### src/hdl/bp_settings.svh
// bp settings: sizing of the next-PC predictor (address width, BTB and return stack)
`ifndef BP_SETTINGS_SVH
`define BP_SETTINGS_SVH

// pc width, RV32
`define BP_ADDR_W 32

// direct-mapped BTB
`define BP_BTB_ENTRIES 16 // power of two
`define BP_BTB_IDX_W 4    // log2 of BP_BTB_ENTRIES

// return address stack
`define BP_RAS_DEPTH 4    // power of two
`define BP_RAS_PTR_W 2    // log2 of BP_RAS_DEPTH

// pc bits 1:0 sit below the index, the tag takes the rest
`define BP_BTB_TAG_LSB (`BP_BTB_IDX_W + 2)

`endif

### src/hdl/bp_pkg.sv
// bp_pkg: address, index, counter types and fetch/resolve/prediction records of the predictor
`default_nettype none

`include "bp_settings.svh"

package bp_pkg;

    // plain vectors with a meaning
    typedef logic [`BP_ADDR_W-1:0] addr_t;                 // pc or target
    typedef logic [`BP_BTB_IDX_W-1:0] btb_idx_t;           // pc bits just above bit 1
    typedef logic [`BP_ADDR_W-`BP_BTB_TAG_LSB-1:0] btb_tag_t; // pc bits above the index
    typedef logic [1:0] ctr_t;                             // 2 or 3 means taken

    // fetch side, one per cycle
    typedef struct packed {
        addr_t current_pc;
        logic  is_jalr;    // predecode flag
    } fetch_req_t;

    // execute side, one per resolved control transfer
    typedef struct packed {
        logic  valid;
        addr_t pc;         // pc of the resolved instruction
        addr_t target;     // resolved target
        logic  taken;
        logic  is_branch;  // conditional branch
        logic  is_jump;    // jal or jalr
        logic  is_call;    // jal/jalr writing the link register
        logic  is_return;  // jalr reading link, not writing it
    } resolve_t;

    // answer back to fetch, same cycle
    typedef struct packed {
        logic  predict_taken;
        addr_t target_addr;
    } prediction_t;

endpackage

`default_nettype wire

### src/hdl/branch_predictor_wrapper.sv
// branch_predictor_wrapper: next-PC predictor top, BTB for most fetches, return stack for JALR
`timescale 1ns/10ps
`default_nettype none

module branch_predictor_wrapper (
    input  wire logic               CLK,
    input  wire logic               rst_n,
    input  wire bp_pkg::fetch_req_t fetch,      // from fetch, every cycle
    input  wire bp_pkg::resolve_t   resolve,    // from execute
    output bp_pkg::prediction_t     prediction  // back to fetch, same cycle
);

    // answers of the two predictors
    bp_pkg::prediction_t btb_pred;
    bp_pkg::prediction_t ras_pred;

    // direction and target for branches and jumps
    btb_predictor btb (
        .CLK        (CLK),
        .rst_n      (rst_n),
        .fetch      (fetch),
        .resolve    (resolve),   // trains on branches and jumps
        .prediction (btb_pred)
    );

    // return targets
    return_predictor ras (
        .CLK        (CLK),
        .rst_n      (rst_n),
        .fetch      (fetch),
        .resolve    (resolve),   // calls push, returns pop
        .prediction (ras_pred)
    );

    // predecode flag picks the source
    // a JALR is treated as a return here, its target is not in the BTB reliably
    always_comb begin
        if (fetch.is_jalr) begin
            prediction = ras_pred;
        end else begin
            prediction = btb_pred;
        end
    end

endmodule

`default_nettype wire

### src/hdl/btb_predictor.sv
// btb_predictor: direct-mapped branch target buffer with two-bit direction counters
`timescale 1ns/10ps
`default_nettype none

`include "bp_settings.svh"

module btb_predictor (
    input  wire logic               CLK,
    input  wire logic               rst_n,
    input  wire bp_pkg::fetch_req_t fetch,
    input  wire bp_pkg::resolve_t   resolve,
    output bp_pkg::prediction_t     prediction
);

    // per entry storage
    logic [`BP_BTB_ENTRIES-1:0] valid_q;                  // only control state, reset below
    bp_pkg::btb_tag_t           tag_q    [`BP_BTB_ENTRIES];
    bp_pkg::addr_t              target_q [`BP_BTB_ENTRIES];
    bp_pkg::ctr_t               ctr_q    [`BP_BTB_ENTRIES];

    // lookup side
    bp_pkg::btb_idx_t lkp_idx;
    bp_pkg::btb_tag_t lkp_tag;
    logic             lkp_hit;

    // training side
    bp_pkg::btb_idx_t upd_idx;
    bp_pkg::btb_tag_t upd_tag;
    logic             upd_en;
    logic             upd_hit;
    logic             entry_wr;  // tag and counter written
    logic             target_wr; // target written too
    bp_pkg::ctr_t     ctr_cur;
    bp_pkg::ctr_t     ctr_nxt;

    // split the pcs into index and tag
    assign lkp_idx = fetch.current_pc[`BP_BTB_TAG_LSB-1:2];
    assign lkp_tag = fetch.current_pc[`BP_ADDR_W-1:`BP_BTB_TAG_LSB];
    assign upd_idx = resolve.pc[`BP_BTB_TAG_LSB-1:2];
    assign upd_tag = resolve.pc[`BP_ADDR_W-1:`BP_BTB_TAG_LSB];

    // lookup reads registered state only, so a same-cycle update is not visible yet
    assign lkp_hit = valid_q[lkp_idx] && (tag_q[lkp_idx] == lkp_tag);

    always_comb begin
        prediction.predict_taken = lkp_hit && ctr_q[lkp_idx][1]; // msb set means 2 or 3
        prediction.target_addr   = '0;
        if (prediction.predict_taken) begin
            prediction.target_addr = target_q[lkp_idx];
        end
    end

    // returns belong to the stack, not the BTB
    assign upd_en  = resolve.valid && (resolve.is_branch || resolve.is_jump)
                     && !resolve.is_return;
    assign upd_hit = valid_q[upd_idx] && (tag_q[upd_idx] == upd_tag);
    assign ctr_cur = ctr_q[upd_idx];

    // counter update
    always_comb begin
        ctr_nxt = ctr_cur;
        if (!upd_hit) begin
            ctr_nxt = 2'd2;                 // fresh entry, weakly taken
        end else if (resolve.is_jump) begin
            ctr_nxt = 2'd3;                 // jumps always go
        end else if (resolve.taken) begin
            if (ctr_cur != 2'd3) begin
                ctr_nxt = ctr_cur + 2'd1;   // saturate up
            end
        end else if (ctr_cur != 2'd0) begin
            ctr_nxt = ctr_cur - 2'd1;       // saturate down
        end
    end

    // a miss that was not taken leaves the entry alone
    assign entry_wr  = upd_en && (upd_hit || resolve.taken);
    assign target_wr = entry_wr && resolve.taken;

    always_ff @(posedge CLK or negedge rst_n) begin
        if (!rst_n) begin
            valid_q <= '0; // all entries invalid
        end else if (entry_wr) begin
            valid_q[upd_idx] <= 1'b1;
        end
    end

    // payload, meaningless while the valid bit is low
    always_ff @(posedge CLK) begin
        if (entry_wr) begin
            tag_q[upd_idx] <= upd_tag;   // same tag on a hit, new owner on allocation
            ctr_q[upd_idx] <= ctr_nxt;
        end
        if (target_wr) begin
            target_q[upd_idx] <= resolve.target;
        end
    end

endmodule

`default_nettype wire

### src/hdl/return_predictor.sv
// return_predictor: circular return address stack, push on call, pop on return
`timescale 1ns/10ps
`default_nettype none

`include "bp_settings.svh"

module return_predictor (
    input  wire logic               CLK,
    input  wire logic               rst_n,
    input  wire bp_pkg::fetch_req_t fetch,
    input  wire bp_pkg::resolve_t   resolve,
    output bp_pkg::prediction_t     prediction
);

    // occupancy saturates here
    localparam logic [`BP_RAS_PTR_W:0] RAS_FULL = (`BP_RAS_PTR_W + 1)'(`BP_RAS_DEPTH);

    bp_pkg::addr_t             stack_q [`BP_RAS_DEPTH]; // return addresses
    logic [`BP_RAS_PTR_W-1:0]  top_q;                   // slot of the newest entry
    logic [`BP_RAS_PTR_W:0]    count_q;                 // 0..DEPTH valid entries

    logic                      do_pop;
    logic                      do_push;
    logic [`BP_RAS_PTR_W-1:0]  top_pop;   // after the pop step
    logic [`BP_RAS_PTR_W:0]    count_pop;
    logic [`BP_RAS_PTR_W-1:0]  top_nxt;   // after the push step
    logic [`BP_RAS_PTR_W:0]    count_nxt;
    bp_pkg::addr_t             link_addr;

    // only JALR fetches consume the stack
    always_comb begin
        prediction.predict_taken = fetch.is_jalr && (count_q != '0);
        prediction.target_addr   = '0;
        if (prediction.predict_taken) begin
            prediction.target_addr = stack_q[top_q];
        end
    end

    assign do_pop  = resolve.valid && resolve.is_return && (count_q != '0); // empty pop ignored
    assign do_push = resolve.valid && resolve.is_call;
    assign link_addr = resolve.pc + bp_pkg::addr_t'(4); // no rv32c, always pc + 4

    // pop first, then push, so a call+return record replaces the top
    always_comb begin
        top_pop   = top_q;
        count_pop = count_q;
        if (do_pop) begin
            top_pop   = top_q - 1'b1;
            count_pop = count_q - 1'b1;
        end
        top_nxt   = top_pop;
        count_nxt = count_pop;
        if (do_push) begin
            top_nxt = top_pop + 1'b1;       // wraps onto the oldest slot when full
            if (count_pop != RAS_FULL) begin
                count_nxt = count_pop + 1'b1;
            end
        end
    end

    always_ff @(posedge CLK or negedge rst_n) begin
        if (!rst_n) begin
            top_q   <= '0;
            count_q <= '0; // empty stack
        end else begin
            top_q   <= top_nxt;
            count_q <= count_nxt;
        end
    end

    // stack slots carry payload only
    always_ff @(posedge CLK) begin
        if (do_push) begin
            stack_q[top_nxt] <= link_addr;
        end
    end

endmodule

`default_nettype wire

### config.mk
export PLATFORM = sky130hd
export DESIGN_NAME = branch_predictor_wrapper
export DESIGN_NICKNAME = d
export VERILOG_FILES = /design/src/hdl/bp_pkg.sv /design/src/hdl/branch_predictor_wrapper.sv /design/src/hdl/btb_predictor.sv /design/src/hdl/return_predictor.sv
export VERILOG_INCLUDE_DIRS = /design/src /design/src/hdl
export SDC_FILE = /design/constraint.sdc
export NUM_CORES = 1
export LEC_CHECK = 0
export BUFFER_PORTS_ARGS = -buffer_cell sky130_fd_sc_hd__buf_2
export CELL_PAD_IN_SITES_DETAIL_PLACEMENT = 1
export CELL_PAD_IN_SITES_GLOBAL_PLACEMENT = 2
export CORE_ASPECT_RATIO = 1.2
export CORE_MARGIN = 8
export CORE_UTILIZATION = 35
export DETAILED_ROUTE_END_ITERATION = 6
export PLACE_DENSITY = 0.67
export SYNTH_ARGS = -nofsm -noshare
export SYNTH_HDL_FRONTEND = slang
export SYNTH_SLANG_ARGS = --single-unit
### constraint.sdc
create_clock -name CLK -period 11.2 [get_ports CLK]
set_input_delay 1.12 -clock CLK [delete_from_list [all_inputs] [get_ports CLK]]
set_output_delay 1.12 -clock CLK [all_outputs]
set_load 0.03 [all_outputs]
## After elaboration in Yosys (flattened, before gate mapping)

Memory sizes are Yosys's and may differ from the RTL's.
Index checks and enable logic that the tools add are counted.
Widths: inputs -> output; s select.

| storage, ports and cells | value |
|---|---|
| register bits after elaboration | 21 |
| memory bits (writable) | 1088 |
| bits of input ports | 105 |
| output and inout port bits | 33 |
| logic and storage cells | 64 |
| memories | 4 |

Memories:

| name | words | width | rd ports | clocked after memory_dff | wr ports | RTL line | RTL |
|---|---|---|---|---|---|---|---|
| btb.target_q | 16 | 32 | 1 | 0 | 1 | btb_predictor.sv:18 | `` bp_pkg::addr_t target_q [`BP_BTB_ENTRIES]; `` |
| btb.tag_q | 16 | 26 | 2 | 0 | 1 | btb_predictor.sv:17 | `` bp_pkg::btb_tag_t tag_q [`BP_BTB_ENTRIES]; `` |
| ras.stack_q | 4 | 32 | 1 | 0 | 1 | return_predictor.sv:18 | `` bp_pkg::addr_t stack_q [`BP_RAS_DEPTH]; `` |
| btb.ctr_q | 16 | 2 | 2 | 0 | 1 | btb_predictor.sv:19 | `` bp_pkg::ctr_t ctr_q [`BP_BTB_ENTRIES]; `` |

| cells by class | value |
|---|---|
| add/sub/neg operators | 7 |
| order comparisons | 3 |
| equal/unequal tests | 4 |
| muxes and demuxes | 25 |
| bitwise operators | 1 |
| reductions and logical operators | 17 |

Operators by type and width:

| cell | number |
|---|---|
| $mux 32 | 2 |
| $eq 26x26->1 | 2 |
| $mux 33 | 1 |
| $add 32x3->32 const B | 1 |
| $or 16x16->16 | 1 |
| $mux 2 | 7 |
| $logic_and 1x1->1 | 12 |
| $lt 4x5->1 const B | 2 |
| $mux 1 | 9 |
| $mux 3 | 3 |
| $bmux 1 s4 | 2 |
| $add 2x1->2 const B | 2 |
| $demux 1 s4 | 1 |
| $ge 4x1->1 const B | 1 |
| $sub 2x1->2 const B | 2 |
| $add 3x1->3 const B | 1 |
| $ne 3x3->1 const B | 1 |
| $reduce_bool 3->1 | 1 |
| $sub 3x1->3 const B | 1 |
| $logic_or 1x1->1 | 2 |
| $ne 2x2->1 const B | 1 |
| $reduce_bool 2->1 | 1 |
| $logic_not 1->1 | 1 |

## Logic depth before layout (Yosys ltp)

| depth | value |
|---|---|
| word-level depth | 8 |
| depth in mapped cells | 14 |
| mapped depth without buffers | 11 |

## Hierarchy

A second synthesis with hierarchy kept.

| unflattened totals | value |
|---|---|
| cells, all modules | 2356 |
| area, all modules | 48290.1 um2 |

By module, submodules not included:

| module | instances | cells an instance | area an instance (um2) | sequential area each (um2) |
|---|---|---|---|---|
| btb_predictor | 1 | 1968 | 41823.9 | 29228.0 |
| return_predictor | 1 | 351 | 5910.7 | 3968.8 |
| branch_predictor_wrapper | 1 | 37 | 555.5 | 0.0 |

## Least setup slack after synthesis

Ideal clock, no wire load.

| timing path | value |
|---|---|
| path kind | input-to-reg |
| from | in resolve[39] (netlist bit) |
| to | mem btb.ctr_q[15][0] (netlist bit), enable pin |
| setup time | 0.448 ns |
| data arrival time | 5.170 ns |
| required time | 10.752 ns |
| setup slack | 5.582 ns |
| stages on the path | 10 |
| path buffers | 2 |
| cells stage by stage | buf_6 > buf_6 > mux2i_1 > nor3_1 > o41ai_1 > a21bo_2 > or4_1 > nor4_2 > a41oi_2 > nor3_1 |

| on the way | value |
|---|---|
| longest elaborated chain between the ends | 7 |
| elaborated cells on any way between the ends | 9 |
| classes of those cells | 1 x eq/ne; 4 x mux; 3 x reduce/logical; 1 x memory |

Ends and longest elaborated chain:

| item | RTL line | RTL |
|---|---|---|
| from (decl) | branch_predictor_wrapper.sv:9 | `input wire bp_pkg::resolve_t resolve,` |
| $mem_v2 16x26 / $bmux 1 s4 (equally long branches) | n/a |  |
| $eq 26x26->1 / $mux 1 (equally long branches) | btb_predictor.sv:56 | `assign upd_hit = valid_q[upd_idx] && (tag_q[upd_idx] == upd_tag);` |
| $logic_and 1x1->1 | btb_predictor.sv:56 |  |
| $logic_or 1x1->1 | btb_predictor.sv:76 | `assign entry_wr = upd_en && (upd_hit \|\| resolve.taken);` |
| $logic_and 1x1->1 | btb_predictor.sv:76 |  |
| $mux 1 | btb_predictor.sv:89 | `if (entry_wr) begin` |
| $mux 1 (not written as such) | btb_predictor.sv:91 | `ctr_q[upd_idx] <= ctr_nxt;` |
| to (decl) | btb_predictor.sv:19 |  |

Parallel ways exist; a longest one is shown, timed or not. The select of a mux whose other input is x is not followed.

==> metrics.md <==
| Metric | Value |
|---|---|
| Ys async rst share | `0.01894` |
| Syn_nets | `2,471` |
| Final slew viol count | `0` |
| Hold WC Path Type | `input pin to asynchronous set/reset pin` |
| Clk_lat worst skew | `0.75 ns` |
| Max frequency | `132.4 MHz` |
| Die width | `353.1 um` |
| Share of cells above drive strength 1 | `0.3077` |
| Cell taking the most area after synthesis | `edfxtp_1` |
| Setup TNS | `0 ns` |
| Syn Area/Cell | `20.24 um^2` |
| Core area | `0.1356 mm^2` |
| R2r setup slk | `6.79 ns` |
| Initial antenna violation count | `24` |
| Setup bufs post-CTS | `0` |
| Largest cells by area after synthesis | `edfxtp_1 68%, mux4_2 19%, mux2i_1 2.0%, xnor2_1 1.3%, dfrtp_1 1.1%` |
| Hold WS | `0.3861 ns` |
| Most frequent CP cell | `mux4_2` |
| Pre-CTS setup slack | `3.529 ns` |
| Final ANT Viol Nets | `0` |
| Status | `finished clean` |
| CP startpoint kind | `input pin` |
| First-pass GRT wire length | `196,500 um` |
| Crit Path Category | `input pin to primary output` |
| Max Cap Viol | `0` |
| CP Depth | `10` |
| Routed WL per cell | `30.94 um` |
| WL final | `137,200 um` |
| Clock Path Buffers | `3` |
| Largest net degree at the start of global routing | `108` |
| Fin worst setup slack | `3.650 ns` |
| Gr usage total | `0.1824` |
| CP Capture Type | `primary output` |
| Synthesis Warnings | `0` |
| Minimum clock period | `7.550 ns` |
| Leak pwr | `17.37 nW` |
| # IOs | `138` |
| Final std cells w/o fill | `4,435` |
| Synthesized area | `0.04773 mm^2` |
| Residual DRC | `0` |
| Vias in the first global route | `26,720` |
| CTS buffer count | `118` |
| Final Hold Viols | `0` |
| Routed vias/inst | `5.523` |
| Top delay family on crit path | `buffers and inverters` |
| Tcrit/Tclk final | `0.6741` |
| # hold bufs at CTS | `0` |
| Cell breakdown of the critical path | `buf_6 -> buf_4 -> mux4_2 -> mux4_2 -> xnor2_1 -> nand4_1 -> nor4_1 -> nand3_2 -> o21ai_1 -> buf_2` |
| CP Data Arrival Time | `6.43 ns` |
| Row cnt | `148` |
| Clock Skew | `0.04660 ns` |
| Tightest Pin Transition | `1.188 ns` |
| Clock tree root driver cell | `clkbuf_16` |
| H-tree depth | `3` |
| # setup viols final | `0` |
| Slew margin rel. | `0.2083` |
| CP required | `10.08 ns` |
| Iter 0 DRT Violations | `2,379` |
| Port bufs | `135` |
| Sink Count | `1,109` |
| Post-CTS Resized | `0` |
| #FFs+latches synth | `1,109` |
| Critical Path Max Stage Delay | `0.94 ns` |
| RSZ-0062 raised after global routing | `no` |
| Final core occ | `0.4018` |
| Cell count after synthesis | `2,358` |
| CTS tree | `done` |
| Total congestion overflow | `0` |
| Routed vias | `24,500` |
| Nets@finish | `2,641` |
| Area grow syn2layout | `14.11%` |
| Die H | `420.5 um` |
| GPL Wtd Cong | `0.7948` |
| Pre-Repair DR Iteration Count | `5` |
| Post-detail-place hpwl | `81,040 um` |
| Top cell type's share of synthesized area | `0.6845` |
| R2R Path End | `btb.tag_q[15][8]` |
| Post-synthesis cell type count | `72` |
| Crit-path max FO | `62` |
| Worst path bufs/invs | `3` |
| Primary FF master, synth | `edfxtp_1` |
| Placed insts | `4,208` |
| Register area share after synthesis | `0.6955` |
| Total Die Area | `0.1485 mm^2` |
| Clock Pin Slew Worst Setup and Hold Paths | `0.06 ns` |
| Pwr dens | `176.3 mW/mm^2` |
| Reg2reg path depth | `10` |
| Worst VDD drop | `139.1 uV` |
| Slowest CP cell | `nand3_2` |
| Initial core utilization | `0.3521` |
| R2R Path Start | `btb.tag_q[2][3]` |
| Count of flip-flops with a built-in enable after synthesis | `1,088` |
cell type report:
| class | instances | area, um^2 |
|---|---|---|
| Clock inverter | 66 | 686.9 |
| Antenna cell | 9 | 22.52 |
| Clock buffer | 152 | 3090 |
| Fill cell | 13020 | 81090 |
| Inverter | 52 | 195.2 |
| Tap cell | 1800 | 2252 |
| Sequential cell | 1109 | 33200 |
| Timing Repair Buffer | 197 | 1207 |
| Multi-Input combinational cell | 1050 | 13810 |
synthesized netlist by cell type, types with 11 or more instances:
master and instances:
a21oi_1 19, a22o_1 14, a22oi_1 11, buf_1 14
buf_2 39, buf_4 11, buf_6 12, clkbuf_1 65
dfrtp_1 21, edfxtp_1 1088, inv_1 50, mux2i_1 95
mux4_2 400, nand2_1 103, nand3_1 34, nand4_1 19
nor2_1 65, nor3_1 14, o21ai_0 21, o21ai_1 30
o21bai_1 15, xnor2_1 71, xor2_1 18
state kept, by name, indices dropped and copies added (netlist names):
name	flops
ras.count_q	3
ras.stack_q	128
btb.tag_q	416
btb.target_q	512
btb.ctr_q	32
ras.top_q	2
btb.valid_q	16
cell usage in the layout, fill, tap and decap left out, types with 7 or more instances in the layout:
cell type	count
a21oi_1	18
o21ai_0	21
a221oi_1	9
and3_1	9
a22o_1	14
clkbuf_1	33
xor2_1	18
inv_1	50
clkinv_2	16
diode_2	9
buf_4	62
edfxtp_1	1088
buf_2	129
xnor2_1	71
bufinv_16	10
nand2_1	103
ha_1	8
dfrtp_1	19
mux2i_1	95
mux4_2	400
mux4_1	7
o21ai_1	30
nand4_1	19
nor3_1	13
clkbuf_16	118
nand3_1	33
clkinv_1	27
nor2_1	32
nor2_4	33
nor2b_1	9
mux2_2	7
o21bai_1	15
a22oi_1	11
stage by stage:
stage | total power, mW | area [um^2]
2_1_floorplan | 5.482 | 47730
3_3_place_gp | 5.862 | 50660
3_5_place_dp | 5.888 | 50660
4_1_cts | 9.716 | 54440
5_1_grt | 9.915 | 54440
6_report | 9.604 | 54460
worst max-delay path by stage:
stage / startpoint / endpoint / slack, ns
2_1_floorplan: resolve[39] / btb.ctr_q[15][0] / 5.58
3_3_place_gp: fetch[3] / prediction[17] / 3.43
3_5_place_dp: fetch[3] / prediction[17] / 3.53
4_1_cts: fetch[3] / prediction[17] / 3.52
5_1_grt: fetch[3] / prediction[17] / 3.31
6_report: fetch[4] / prediction[17] / 3.65
layer usage:
| metal | vias up | global-route usage | wire (um) | share of wire |
|---|---|---|---|---|
| li1 | 10220 | - | - | - |
| met3 | 192 | 0.03089 | 8396 | 0.061 |
| met5 | - | 0 | 66 | 0.00048 |
| met2 | 759 | 0.3171 | 69540 | 0.51 |
| met4 | 14 | 0.05216 | 3534 | 0.026 |
| met1 | 13310 | 0.2363 | 55700 | 0.41 |
cell families (layout without fill, tap and decap cells):
kind of cell	Yosys count	count (layout)	share of synthesized area
buffers and inverters	199	467	0.02105
DFF	1109	1109	0.6955
other	0	9	0
xor gates and xnor gates	89	89	0.01633
and+or+nand+nor	282	282	0.02737
AOI/OAI and AO/OA	160	160	0.02307
adders and majority gates	10	10	0.002517
muxes	509	509	0.2142
where the power goes:
part / total (mW) / internal, mW / switching, mW
logic: 1.09 / 0.415 / 0.676
registers: 4.69 / 4.65 / 0.0374
clock network: 3.82 / 2.18 / 1.64
Note: power is estimated with default switching activity, not from simulation.
